File: src/vgen_pkg.sv
// shared types and constants for the text-mode video generator
// scan counters are 11 bits, so a line or a frame is limited to 2047 clocks or lines
// register numbers are 3 bits wide, and read-back decodes only the low two bits
package vgen_pkg;

    localparam int CNT_W      = 11;             // h/v scan counter width
    localparam int CHAR_W     = 8;              // pixels per character cell
    localparam int FETCH_LEAD = CHAR_W + 2;     // one cell plus vram and font latency
    localparam int FONT_AW    = 13;             // {bank, code[7:0], row[3:0]}

    typedef logic [3:0]  pal_idx_t;             // palette index
    typedef logic [7:0]  font_byte_t;           // one glyph row, bit 7 leftmost
    typedef logic [15:0] reg_word_t;
    typedef logic [2:0]  reg_num_t;

    // video ram word: background, foreground, character code
    typedef struct packed {
        pal_idx_t   bg;                         // bits 15:12
        pal_idx_t   fg;                         // bits 11:8
        logic [7:0] code;                       // bits 7:0
    } vram_word_t;

    // write registers
    localparam reg_num_t REG_DISPSTART = 3'd0;  // text start word address
    localparam reg_num_t REG_LINEWIDTH = 3'd1;  // words per text row
    localparam reg_num_t REG_SCROLLY   = 3'd2;  // [3:0] first glyph row of frame
    localparam reg_num_t REG_FONTCTRL  = 3'd3;  // [3:0] height-1, [8] bank

    localparam reg_word_t FEATURE_WORD = 16'h8001;

    // scan phase order, for both the horizontal and vertical counters
    typedef enum logic [1:0] {
        PRE_SYNC  = 2'd0,                       // front porch
        SYNC      = 2'd1,
        POST_SYNC = 2'd2,                       // back porch
        VISIBLE   = 2'd3
    } scan_state_e;

endpackage
File: src/vgen_scan_if.sv
// scan position and events from the timing generator
// hsync and vsync already carry their output polarity
// line_end and frame_end are one-clock strobes on the last pixel
`timescale 1ns/1ps

interface vgen_scan_if;

    logic                       h_visible;
    logic                       v_visible;
    logic                       hsync;
    logic                       vsync;
    logic                       fetch_win;      // memory fetch window, visible lines only
    logic                       line_end;
    logic                       frame_end;
    logic [vgen_pkg::CNT_W-1:0] v_count;        // current line, 0 = first visible

    modport gen  (output h_visible, v_visible, hsync, vsync, fetch_win,
                         line_end, frame_end, v_count);
    modport pix  (input  h_visible, v_visible, hsync, vsync, fetch_win,
                         line_end, frame_end);
    modport stat (input  h_visible, v_visible, v_count);

endinterface

File: src/vgen_cfg_if.sv
// live text configuration from the register block to the pixel generator
// text_start and fine_scrolly are only sampled by the consumer at frame end
`timescale 1ns/1ps

interface vgen_cfg_if;

    vgen_pkg::reg_word_t text_start;            // word address of first cell
    vgen_pkg::reg_word_t line_width;            // words per text row
    logic [3:0]          font_height;           // glyph rows minus one
    logic                font_bank;
    logic [3:0]          fine_scrolly;          // first glyph row of the frame

    modport src (output text_start, line_width, font_height, font_bank, fine_scrolly);
    modport dst (input  text_start, line_width, font_height, font_bank, fine_scrolly);

endinterface

File: src/text_pixel_gen.sv
// text pipeline: vram word, then glyph row, then an 8-pixel shifter
// the first cell is fetched FETCH_LEAD clocks before the visible region,
// so the shifter holds pixel 0 exactly when the scan turns visible
// outputs lag the scan by one clock; sync, enable and pixel stay aligned
// start address, scroll and enable only change at frame end
`timescale 1ns/1ps

module text_pixel_gen #(
    parameter int VRAM_AW = 16
) (
    input  logic                          clk,
    input  logic                          reset_i,
    input  logic                          enable_i,
    vgen_cfg_if.dst                       cfg,
    vgen_scan_if.pix                      scan,
    output logic                          vram_rd_o,
    output logic [VRAM_AW-1:0]            vram_raddr_o,
    input  vgen_pkg::vram_word_t          vram_rdata_i,
    output logic                          font_rd_o,
    output logic [vgen_pkg::FONT_AW-1:0]  font_raddr_o,
    input  vgen_pkg::font_byte_t          font_rdata_i,
    output vgen_pkg::pal_idx_t            pal_index_o,
    output logic                          hsync_o,
    output logic                          vsync_o,
    output logic                          de_o
);

    logic                                  tg_enable;      // text generation on for this frame
    logic [$clog2(vgen_pkg::CHAR_W)-1:0]   char_x;         // phase within a cell
    logic [VRAM_AW-1:0]                    text_addr;      // next word to fetch
    logic [VRAM_AW-1:0]                    line_addr;      // first word of current text row
    logic [VRAM_AW-1:0]                    next_line;
    logic [3:0]                            glyph_row;
    logic                                  fetch_q;        // vram data valid this clock
    vgen_pkg::vram_word_t                  attr_q;         // word whose glyph is in flight
    vgen_pkg::vram_word_t                  color_q;        // word of the cell being shifted
    vgen_pkg::font_byte_t                  shifter;        // bit 7 is current pixel
    logic                                  de_next;

    assign next_line    = line_addr + cfg.line_width[VRAM_AW-1:0];
    assign de_next      = tg_enable && scan.h_visible && scan.v_visible;

    // one vram read per cell, then the glyph row on the following clock
    assign vram_rd_o    = tg_enable && scan.fetch_win && (char_x == '0);
    assign vram_raddr_o = text_addr;
    assign font_rd_o    = fetch_q;
    assign font_raddr_o = {cfg.font_bank, vram_rdata_i.code, glyph_row};

    always_ff @(posedge clk) begin
        if (reset_i) begin
            tg_enable   <= 1'b0;
            char_x      <= '0;
            fetch_q     <= 1'b0;
            text_addr   <= '0;
            line_addr   <= '0;
            glyph_row   <= '0;
            de_o        <= 1'b0;
            pal_index_o <= '0;
        end else begin
            fetch_q <= vram_rd_o;
            char_x  <= scan.fetch_win ? char_x + 1'b1 : '0;    // phase 0 at window start
            if (vram_rd_o) begin
                text_addr <= text_addr + 1'b1;
            end
            if (scan.frame_end) begin
                tg_enable <= enable_i;
                text_addr <= cfg.text_start[VRAM_AW-1:0];
                line_addr <= cfg.text_start[VRAM_AW-1:0];
                glyph_row <= cfg.fine_scrolly;
            end else if (scan.line_end) begin
                if (glyph_row == cfg.font_height) begin        // last glyph row, next text row
                    glyph_row <= '0;
                    line_addr <= next_line;
                    text_addr <= next_line;
                end else begin
                    glyph_row <= glyph_row + 1'b1;
                    text_addr <= line_addr;                    // same text row again
                end
            end
            de_o        <= de_next;
            pal_index_o <= !de_next ? '0 : (shifter[7] ? color_q.fg : color_q.bg);
        end
    end

    // glyph and attribute path
    always_ff @(posedge clk) begin
        hsync_o <= scan.hsync;                          // reset scan state is inactive sync
        vsync_o <= scan.vsync;
        if (fetch_q) begin
            attr_q  <= vram_rdata_i;                    // word of the cell just fetched
            color_q <= attr_q;                          // font data here is still the prior cell
            shifter <= font_rdata_i;
        end else begin
            shifter <= {shifter[6:0], 1'b0};
        end
    end

endmodule

File: src/flat_wrapper.sv
// flat-port wrapper written by rule: the top's interface ports become plain ports
module text_pixel_gen_flat 
#(
    parameter int VRAM_AW = 16
)
  (clk, reset_i, enable_i, vram_rd_o, vram_raddr_o, vram_rdata_i, font_rd_o, font_raddr_o, font_rdata_i, pal_index_o, hsync_o, vsync_o, de_o, cfg_text_start, cfg_line_width, cfg_font_height, cfg_font_bank, cfg_fine_scrolly, scan_h_visible, scan_v_visible, scan_hsync, scan_vsync, scan_fetch_win, scan_line_end, scan_frame_end);
  vgen_cfg_if cfg_i ();
  vgen_scan_if scan_i ();
  input  logic clk;
  input  logic reset_i;
  input  logic enable_i;
  output logic vram_rd_o;
  output logic [VRAM_AW-1:0] vram_raddr_o;
  input  vgen_pkg::vram_word_t vram_rdata_i;
  output logic font_rd_o;
  output logic [vgen_pkg::FONT_AW-1:0] font_raddr_o;
  input  vgen_pkg::font_byte_t font_rdata_i;
  output vgen_pkg::pal_idx_t pal_index_o;
  output logic hsync_o;
  output logic vsync_o;
  output logic de_o;
  input wire logic [$bits(cfg_i.text_start)-1:0] cfg_text_start;
  input wire logic [$bits(cfg_i.line_width)-1:0] cfg_line_width;
  input wire logic [$bits(cfg_i.font_height)-1:0] cfg_font_height;
  input wire logic [$bits(cfg_i.font_bank)-1:0] cfg_font_bank;
  input wire logic [$bits(cfg_i.fine_scrolly)-1:0] cfg_fine_scrolly;
  input wire logic [$bits(scan_i.h_visible)-1:0] scan_h_visible;
  input wire logic [$bits(scan_i.v_visible)-1:0] scan_v_visible;
  input wire logic [$bits(scan_i.hsync)-1:0] scan_hsync;
  input wire logic [$bits(scan_i.vsync)-1:0] scan_vsync;
  input wire logic [$bits(scan_i.fetch_win)-1:0] scan_fetch_win;
  input wire logic [$bits(scan_i.line_end)-1:0] scan_line_end;
  input wire logic [$bits(scan_i.frame_end)-1:0] scan_frame_end;
  assign cfg_i.text_start = cfg_text_start;
  assign cfg_i.line_width = cfg_line_width;
  assign cfg_i.font_height = cfg_font_height;
  assign cfg_i.font_bank = cfg_font_bank;
  assign cfg_i.fine_scrolly = cfg_fine_scrolly;
  assign scan_i.h_visible = scan_h_visible;
  assign scan_i.v_visible = scan_v_visible;
  assign scan_i.hsync = scan_hsync;
  assign scan_i.vsync = scan_vsync;
  assign scan_i.fetch_win = scan_fetch_win;
  assign scan_i.line_end = scan_line_end;
  assign scan_i.frame_end = scan_frame_end;
  text_pixel_gen #(.VRAM_AW(VRAM_AW)) u_core (.clk(clk), .reset_i(reset_i), .enable_i(enable_i), .cfg(cfg_i), .scan(scan_i), .vram_rd_o(vram_rd_o), .vram_raddr_o(vram_raddr_o), .vram_rdata_i(vram_rdata_i), .font_rd_o(font_rd_o), .font_raddr_o(font_raddr_o), .font_rdata_i(font_rdata_i), .pal_index_o(pal_index_o), .hsync_o(hsync_o), .vsync_o(vsync_o), .de_o(de_o));
endmodule
File: config.mk
export PLATFORM = sky130hd
export DESIGN_NAME = text_pixel_gen_flat
export DESIGN_NICKNAME = d
export VERILOG_FILES = /design/src/vgen_pkg.sv /design/src/vgen_scan_if.sv /design/src/vgen_cfg_if.sv /design/src/text_pixel_gen.sv /design/src/flat_wrapper.sv
export SDC_FILE = /design/constraint.sdc
export NUM_CORES = 1
export LEC_CHECK = 0
export BUFFER_PORTS_ARGS = -buffer_cell sky130_fd_sc_hd__buf_2
export CORE_ASPECT_RATIO = 0.8
export CORE_MARGIN = 2
export CORE_UTILIZATION = 35
export DETAILED_ROUTE_END_ITERATION = 10
export GPL_TIMING_DRIVEN = 0
export PLACE_DENSITY = 0.56
export RECOVER_POWER = 100
export SLEW_MARGIN = 40
export SYNTH_ARGS = -nofsm -noshare
export SYNTH_HDL_FRONTEND = slang
export SYNTH_SLANG_ARGS = --single-unit
File: constraint.sdc
create_clock -name clk -period 2.1 [get_ports clk]
set_input_delay 0.105 -clock clk [delete_from_list [all_inputs] [get_ports clk]]
set_output_delay 0.105 -clock clk [all_outputs]
set_load 0.02 [all_outputs]
==> results.json, run 1 <==
{
  "ys_seq_elements": 72,
  "grt_overflow": 0,
  "clock_path_buffers": 2,
  "dieHeight_um": 100.9,
  "finalHoldViolations": 0,
  "startpoint_type": "register",
  "synth_fa_ha_area_share_pct": 6.269,
  "route.met3.wl_um": 947,
  "syn-cell-area_um2": 4111,
  "slew_headroom_pct": 50.95,
  "final_cells": 759,
  "synth_edf_count": 16,
  "start_util_pct": 35.83,
  "utilization_pct": 49.29,
  "max_cap_viol_count": 0,
  "dpl.hpwl_um": 9167,
  "hold_ws_ns": 0.01237,
  "synth_top_family_by_area": "compound AO/OA/AOI/OAI gates",
  "grt_pass1_vias": 3710,
  "fin_tns_setup_ns": -0.4633,
  "tritoncts": "built",
  "power_density_nw_per_um2": 745.8,
  "diodes": 0,
  "synthCells": 470,
  "cts_root_buffer": "clkbuf_16",
  "path_max_fanout": 3,
  "clkSlewWorstSetupHoldPaths_ns": 0.06,
  "synthToLayoutAreaGrowth_pct": 37.55,
  "syn_nets": 565,
  "synthXorXnorAreaFrac_pct": 3.165,
  "wl_um": 12330,
  "io_buffers": 101,
  "leakage_nw": 2.214,
  "numCtsBuffers": 9,
  "grt_max_degree": 19,
  "drtIter0Drc": 227,
  "fmax_mhz": 456.7,
  "io_pins": 113,
  "clkSinkCount": 72,
  "worstMarginPinSlew_ns": 0.7347,
  "vias_per_cell": 5.408,
  "grt_pass1_wl_um": 18910,
  "rsz0062_at_grt": "true",
  "drc": 0,
  "syn_avg_cell_area_um2": 8.748,
  "finalCritPeriodShare_pct": 104.3,
  "grt_usage_pct": 19.01,
  "synthFlopType": "dfxtp_1",
  "violations": "setup timing",
  "core_area_um2": 11470,
  "yosys_warnings": 0,
  "cp-end-kind": "register",
  "synthMuxAreaShare_pct": 5.082,
  "min_path_type": "input pin to register",
  "gp_congestion": 0.8895,
  "die_width_um": 125.2,
  "synth-simple-area-share_pct": 19.93,
  "ys_types": 72,
  "rows": 35,
  "criticalPathCategory": "register to register",
  "top_layer_used": "met4",
  "met2_length_um": 5651,
  "dp.cells": 719,
  "skew_ns": 0.007032,
  "peakVddDrop_uv": 392.7,
  "synth-compound-area-share_pct": 20.94,
  "worst_slack_ns": -0.08971,
  "clock_latency_ns": 0.33,
  "die_area_um2": 12640,
  "met1_length_um": 5582,
  "cp.arrival_ns": 2.43,
  "route.vias.total": 4105,
  "htree_levels": 3,
  "ant_nets": 0,
  "drive_gt1_share_pct": 26.68,
  "finalSetupViolations": 8,
  "async_flop_share_pct": 0,
  "finalNetCount": 702,
  "antenna_found_initial": 0,
  "slew_violations": 0,
  "firstDrtPassIters": 5,
  "wl_per_cell_um": 16.25,
  "status": "complete, but fails checks",
  "crit_required_ns": 2.34,
  "synth_seq_area_share_pct": 38.95,
  "fin_crit_ns": 2.190
}
[report_power, final]
part	total [mW]	leakage (nW)	switching, mW	internal (mW)
clock network	1.86	0.171	0.587	1.27
logic	0.818	1.44	0.462	0.357
registers	1.54	0.605	0.0649	1.48
[cells in the final DEF, fill, tap and decap left out, types with 7 or more instances in the layout]
cell type,synthesis,layout
a21oi_1,50,46
buf_2,6,68
buf_4,10,17
clkbuf_1,11,50
clkbuf_16,0,9
dfxtp_1,56,53
dlygate4sd3_1,0,16
edfxtp_1,16,16
ha_1,19,13
inv_1,19,19
mux2_2,7,7
mux2i_1,13,12
nand2_1,53,53
nand3_1,17,17
nand4_1,9,9
nor2_1,41,41
o21a_1,8,8
o21ai_0,17,14
[metal layers]
| layer | global-route usage, % | vias up |
|---|---|---|
| li1 | - | 1980 |
| met1 | 26.57 | 1962 |
| met2 | 29.56 | 146 |
| met3 | 4.459 | 17 |
| met4 | 5.299 | 0 |
| met5 | 0 | - |
[synthesized netlist by cell type, types with 6 or more instances]
master	instances	area [um^2]
dfxtp_1	56	1121
nand2_1	53	198.9
a21oi_1	50	250.2
nor2_1	41	153.9
ha_1	19	237.7
inv_1	19	71.32
nand3_1	17	85.08
o21ai_0	17	85.08
edfxtp_1	16	480.5
mux2i_1	13	130.1
clkbuf_1	11	41.29
nor3_1	11	55.05
buf_4	10	75.07
xnor2_1	10	87.58
nand4_1	9	56.30
o21a_1	8	60.06
mux2_2	7	78.83
buf_2	6	30.03
[final timing paths]
| path | start | endpoint | slack, ns | depth (start not counted) |
|---|---|---|---|---|
| worst min-delay path | font_rdata_i[1] | u_core.shifter[1] | 0.01 | 2 |
| worst max register to register | u_core.line_addr[0] | u_core.vram_raddr_o[12] | -0.09 | 10 |
| worst max-delay path | u_core.line_addr[0] | u_core.vram_raddr_o[12] | -0.09 | 10 |
| worst min register to register | u_core.attr_q[9] | u_core.color_q[9] | 0.41 | 0 |
[worst max-delay path, stage by stage, from the launching register on]
cell and delay (ns):
dfxtp_2 0.33, ha_4 0.16, fa_2 0.36, a21oi_4 0.17, o21ai_4 0.09, a211oi_4 0.25, a21o_4 0.19, buf_6 0.11
xnor2_4 0.12, a21oi_1 0.09, nor4_1 0.23
[metrics by stage]
step / instance area (um^2) / setup WS, ns / total power, mW
global placement: 4816 / -0.2995 / 2.231
global route: 5655 / -0.2043 / 4.381
detailed placement: 4821 / -0.2787 / 2.246
floorplan: 4125 / -0.03474 / 2.020
CTS: 5438 / -0.2277 / 4.173
finish: 5655 / -0.08971 / 4.218
[cells by family after synthesis]
kind of cell,Yosys count
AO/OA/AOI/OAI,130
XOR/XNOR,14
adder cells (fa/ha/maj),20
buffers and inverters,50
flip-flops,72
multiplexers,20
AND/OR/NAND/NOR,164
[final cells by class]
| type | count | area (um^2) |
|---|---|---|
| clock buffers | 9 | 225.2 |
| inverters | 19 | 71.32 |
| well taps | 148 | 185.2 |
| multi-input cells | 348 | 2575 |
| clock inverters | 6 | 132.6 |
| flip-flops and latches | 72 | 1608 |
| fillers | 1139 | 5818 |
| plain buffers | 31 | 165.2 |
| repair buffers | 126 | 693.2 |
[sequential cells by signal, summed over array words and instances, names as in the netlist, 3 cells and up]
name                 flops
u_core.line_addr        16
u_core.vram_raddr_o     16
u_core.attr_q            8
u_core.color_q           8
u_core.shifter           8
u_core.glyph_row         4
u_core.pal_index_o       4
u_core.char_x            3
[repair_timing]
item / 4_1_cts / 5_1_grt
buffers inserted: 4 / 5
hold endpoints to repair: 16 / 0
resized for setup: 12 / 41
endpoints found under the setup margin: 14 / 23
hold buffers: 16 / 0
pin swaps: 15 / 19
Power figures use the tool's default switching activity.
==> run 2: changes to the inputs <==
- CORE_UTILIZATION: 35 -> 48
- PLACE_DENSITY: 0.56 -> 0.74
==> run 2 against run 1 <==
Net effect: the flow still finishes with violations (setup timing); utilization up 16 points; worst setup slack worse by 0.087 ns; combinational power about the same; clock-buffer cell count unchanged; die area down 26%; worst hold slack worse by 0.0050 ns; cell area down 2.5%; critical path depth down 1; sequential power about the same; maximum frequency down 3.8%; critical path type unchanged; critical endpoint is now u_core.vram_raddr_o[14]; largest power group is now registers; highest routed layer unchanged.
==> results.json, run 2 (synthesized netlist as in run 1, its figures left out) <==
{
  "grt_usage_pct": 25.67,
  "fin_crit_ns": 2.276,
  "multi_input_area_um2": 2549,
  "grt_max_degree": 19,
  "p_int_mw": 2.506,
  "utilization_pct": 65.58,
  "core_area_um2": 8408,
  "grt_pass1_wl_um": 18620,
  "htree_levels": 3,
  "power_switching_share_pct": 29.95,
  "status": "complete, but fails checks",
  "criticalPathCategory": "register to register",
  "crit_required_ns": 2.34,
  "rsz0062_at_grt": "true",
  "startpoint_type": "register",
  "fmax_mhz": 439.3,
  "wl_um": 12280,
  "drive_gt1_share_pct": 26.94,
  "dpl.hpwl_um": 8582,
  "power.switching_mw": 1.071,
  "fin_tns_setup_ns": -0.9558,
  "slew_violations": 0,
  "cp.arrival_ns": 2.52,
  "clkSlewWorstSetupHoldPaths_ns": 0.08,
  "finalCritPeriodShare_pct": 108.4,
  "drc": 0,
  "violations": "setup timing",
  "route.vias.total": 4208,
  "antenna_found_initial": 0,
  "worst_slack_ns": -0.1764,
  "die_area_um2": 9327,
  "drtIter0Drc": 394,
  "final_cells": 732,
  "firstDrtPassIters": 5,
  "wl_per_cell_um": 16.78,
  "worstMarginPinSlew_ns": 0.7317,
  "vias_per_cell": 5.749,
  "power_density_nw_per_um2": 648.8,
  "final_cell_mix": "buf_2, nand2_1, dfxtp_1",
  "finalPower_mw": 3.577,
  "gp_congestion": 0.8570,
  "dp.cells": 683,
  "clkSinkCount": 72,
  "die_width_um": 107.5,
  "finalNetCount": 710,
  "seq_power_share_pct": 43.0,
  "skew_ns": 0.006570,
  "tritoncts": "built",
  "synthToLayoutAreaGrowth_pct": 34.11,
  "clock_latency_ns": 0.35,
  "cp-end-kind": "register",
  "start_util_pct": 48.90,
  "numCtsBuffers": 9,
  "fillCellCount": 713,
  "grt_overflow": 0,
  "r2r_cells": 9,
  "diodes": 0,
  "min_path_type": "input pin to register",
  "dieHeight_um": 86.78,
  "finalSetupViolations": 14,
  "peakVddDrop_uv": 443.6,
  "io_buffers": 101,
  "slew_headroom_pct": 51.15,
  "rows": 30,
  "finalHoldViolations": 0,
  "cts_root_buffer": "clkbuf_8",
  "io_pins": 113,
  "path_max_fanout": 2,
  "ant_nets": 0,
  "leakage_nw": 2.167,
  "regArea_um2": 1610,
  "hold_depth": 3,
  "comb_power_share_pct": 22.9,
  "layout_commonest_cell": "buf_2",
  "max_cap_viol_count": 0,
  "grt_pass1_vias": 3902,
  "clock_path_buffers": 2,
  "p_clk_share_pct": 34.0
}
-- run 2: what timing repair did --
action | CTS | global route
gates resized for setup | 12 | 38
endpoints found under the setup margin | 12 | 22
hold endpoints to repair | 22 | 0
setup buffers | 6 | 5
pin swaps | 11 | 14
hold buffers | 22 | 0
-- run 2: area by class of cell --
class                      count  share of cell area [%]
clock inverter                 7                   1.725
tap                          112                   2.541
multi-input combinational    348                   46.22
buffer                        31                   2.904
sequential                    72                   29.20
clock buffer                   9                   2.246
inverter                      19                   1.293
timing repair buffer         134                   13.86
-- run 2: worst max-delay path: stages, from the launching register on --
cell	delay [ns]
dfxtp_2	0.34
ha_4	0.16
fa_2	0.37
a21oi_4	0.18
o21ai_4	0.08
a211oi_4	0.24
a21o_4	0.19
mux2i_4	0.25
nor3_2	0.06
o41ai_2	0.29
-- run 2: stage by stage --
step / hold WS [ns] / area, um^2 / setup WS, ns
6_report: 0.007370 / 5514 / -0.1764
5_1_grt: 0.007938 / 5514 / -0.2701
4_1_cts: 0.005365 / 5341 / -0.2072
3_5_place_dp: 0.2141 / 4776 / -0.3239
3_3_place_gp: 0.2112 / 4771 / -0.2924
2_1_floorplan: 0.1327 / 4125 / -0.03474
-- run 2: power by group through the flow --
stage	Combinational (mW)	Clock, mW	Sequential, mW
2_1_floorplan	0.438	0	1.58
3_3_place_gp	0.655	0	1.56
3_5_place_dp	0.674	0	1.56
4_1_cts	0.757	1.23	1.53
5_1_grt	0.888	1.28	1.55
6_report	0.821	1.22	1.54
-- run 2: per-layer routing --
layer / up-vias / global-route usage (%) / wire, um
met1: 1950 / 33.30 / 5079
met3: 29 / 7.368 / 1234
met5: - / 0 / 0
met2: 244 / 42.52 / 5733
li1: 1985 / - / -
met4: 0 / 6.410 / 232
-- run 2: worst paths after layout --
kind	start	endpoint	slack, ns
worst min register to register	u_core.attr_q[9]	u_core.color_q[9]	0.42
worst max-delay path	u_core.line_addr[0]	u_core.vram_raddr_o[14]	-0.18
worst max register to register	u_core.line_addr[0]	u_core.vram_raddr_o[14]	-0.18
worst min-delay path	cfg_fine_scrolly[0]	u_core.glyph_row[0]	0.007
==> run 3: changes to the inputs <==
- ABC_AREA: default -> 1
- PLACE_DENSITY: 0.74 -> 0.73
==> run 3 against run 2 <==
Net effect: the flow now finishes without violations; power increased by 4.7%; non-clock buffer count decreased by 20; clock power increased by 21%; sequential cell count unchanged; worst hold slack improved by 0.0025 ns; die area increased by 5.9%; area after synthesis increased by 6.2%; clock skew increased by 0.0022 ns; utilization decreased by 5.0 points; sequential power about the same; combinational power decreased by 14%; critical path type unchanged; largest cell class unchanged; highest routed layer unchanged.
==> results.json, run 3 <==
{
  "synth_common_cells": "nand2_1, inv_1, dfxtp_1",
  "fillCellCount": 876,
  "drc": 0,
  "yosys_warnings": 0,
  "synthFlopType": "dfxtp_1",
  "skew_ns": 0.008811,
  "criticalPathCategory": "register to register",
  "ys_seq_elements": 72,
  "core_area_um2": 8960,
  "worstMarginPinSlew_ns": 0.7141,
  "grt_usage_pct": 23.93,
  "syn_nets": 728,
  "power_switching_share_pct": 29.38,
  "synth_seq_area_share_pct": 36.68,
  "finalHoldViolations": 0,
  "io_buffers": 102,
  "grt_pass1_vias": 4044,
  "min_path_type": "input pin to register",
  "synthCells": 633,
  "numCtsBuffers": 9,
  "grt_use_met2_pct": 40.94,
  "async_flop_share_pct": 0,
  "syn-cell-area_um2": 4367,
  "final_cell_mix": "nand2_1, inv_1, buf_2",
  "fmax_mhz": 506.5,
  "tritoncts": "built",
  "fin_tns_setup_ns": 0,
  "use_met3_pct": 5.220,
  "dpl.hpwl_um": 9024,
  "p_clk_share_pct": 39.5,
  "comb_power_share_pct": 18.9,
  "drive_gt1_share_pct": 15.89,
  "wl_um": 11950,
  "synth_top_area_cell": "dfxtp_1",
  "seq_power_share_pct": 41.6,
  "dieHeight_um": 89.31,
  "die_area_um2": 9881,
  "cp.arrival_ns": 2.20,
  "ys_types": 39,
  "finalNetCount": 858,
  "drtIter0Drc": 328,
  "diodes": 0,
  "pre_cts_ws_ns": 0.08445,
  "io_pins": 113,
  "grt_overflow": 0,
  "ant_nets": 0,
  "rows": 31,
  "status": "finished clean",
  "route.vias.total": 4422,
  "gp_congestion": 0.9663,
  "path_max_fanout": 3,
  "finalSetupViolations": 0,
  "leakage_nw": 2.764,
  "fin_area_um2": 5431,
  "worst_slack_ns": 0.1257,
  "finalPower_mw": 3.744,
  "vias_per_cell": 5.008,
  "busiest_layer": "met2",
  "rsz0062_at_grt": "false",
  "grt_max_degree": 19,
  "finalCritPeriodShare_pct": 94.02,
  "die_width_um": 110.6,
  "power_density_nw_per_um2": 689.3,
  "clkSinkCount": 72,
  "synth_edf_count": 16,
  "layout_commonest_cell": "nand2_1",
  "power.switching_mw": 1.100,
  "p_int_mw": 2.644,
  "cp-end-kind": "register",
  "place_area_um2": 5021,
  "crit_required_ns": 2.33,
  "clock_path_buffers": 2,
  "slew_headroom_pct": 52.33,
  "wl_per_cell_um": 13.53,
  "yosysMostFrequentCell": "nand2_1",
  "cts_root_buffer": "clkbuf_16",
  "synth_top_area_share_pct": 25.67,
  "synthToLayoutAreaGrowth_pct": 24.38,
  "clkSlewWorstSetupHoldPaths_ns": 0.06,
  "start_util_pct": 48.74,
  "peakVddDrop_uv": 422.6,
  "firstDrtPassIters": 5,
  "max_cap_viol_count": 0,
  "syn_avg_cell_area_um2": 6.898,
  "startpoint_type": "register",
  "grtUsageMet1_pct": 31.69,
  "slew_violations": 0,
  "antenna_found_initial": 0,
  "grt_pass1_wl_um": 18760,
  "htree_levels": 3,
  "fin_crit_ns": 1.974,
  "clock_latency_ns": 0.34,
  "synthTopCellsByArea": "dfxtp_1, nand2_1, edfxtp_1"
}
==> run 3: cell count changes in the layout (fill, tap and decap cells not counted), moves of 8 or more <==
cell | before | now
nand3_1 | 17 | 54
nand2_1 | 53 | 172
inv_1 | 19 | 104
o21ai_0 | 17 | 29
nor2_1 | 41 | 56
buf_4 | 18 | 10
clkbuf_16 | 0 | 10
o21a_1 | 8 | 0
a21oi_1 | 44 | 25
mux2i_1 | 12 | 0
clkbuf_8 | 9 | 0
==> run 3: per-stage QoR <==
stage,cells,hold slack [ns],utilization (%)
finish,883,0.009889,60.62
global route,883,0.02430,60.62
CTS,883,0.008334,61.19
detailed placement,850,0.2110,56.04
global placement,850,0.2113,56.04
floorplan,633,0.1327,-
==> run 3: worst paths after layout <==
check,startpoint,end,slack (ns),cells after the start
worst max-delay path,u_core.line_addr[0],u_core.vram_raddr_o[8],0.13,13
worst min-delay path,enable_i,u_core.tg_enable,0.01,3
worst max register to register,u_core.line_addr[0],u_core.vram_raddr_o[8],0.13,13
worst min register to register,u_core.attr_q[13],u_core.color_q[13],0.42,0
==> run 3: logic make-up after synthesis <==
kind of cell / share of synthesized area (%)
adder cells (fa/ha/maj): 5.903
AO/OA/AOI/OAI: 10.17
buffers and inverters: 12.87
flip-flops: 36.68
AND/OR/NAND/NOR: 29.97
XOR/XNOR: 2.607
multiplexers: 1.805
==> run 3: layout make-up <==
| class | count | area [um^2] | area share, % |
|---|---|---|---|
| Sequential cell | 72 | 1602 | 29.49 |
| Inverter | 106 | 399.1 | 7.349 |
| Timing Repair Buffer | 119 | 633.1 | 11.66 |
| Clock buffer | 11 | 254.0 | 4.676 |
| Buffer | 26 | 156.4 | 2.880 |
| Clock inverter | 5 | 37.54 | 0.6911 |
| Tap cell | 115 | 143.9 | 2.649 |
| Multi-Input combinational cell | 429 | 2206 | 40.61 |
==> run 3: routing by layer <==
layer / share of wire (%) / wire [um]
met2: 46 / 5543
met4: 0.55 / 66
met1: 47 / 5626
met5: 0 / 0
met3: 6.0 / 711
==> run 3: timing repair <==
item                                    in CTS  in global routing
resized for setup                            0                  3
hold buffers                                17                  0
setup buffers                                0                  0
endpoints found under the setup margin       0                  5
endpoints found under the hold margin       17                  0
==> run 3: critical path, stage by stage (launching register included) <==
cell	delay [ns]
dfxtp_1	0.32
ha_1	0.22
fa_2	0.36
nand2_1	0.07
nand2_1	0.07
and2_0	0.21
nand2_1	0.11
nand2_1	0.06
nand2_1	0.05
nand3_1	0.07
nand2_1	0.10
nand3_1	0.10
nand3_1	0.08
inv_1	0.05
==> run 3: power groups by stage <==
stage / clock, mW / combinational (mW) / sequential (mW)
4_1_cts: 1.50 / 0.714 / 1.56
3_5_place_dp: 0 / 0.684 / 1.59
3_3_place_gp: 0 / 0.670 / 1.58
5_1_grt: 1.55 / 0.793 / 1.57
2_1_floorplan: 0 / 0.432 / 1.61
6_report: 1.48 / 0.707 / 1.56
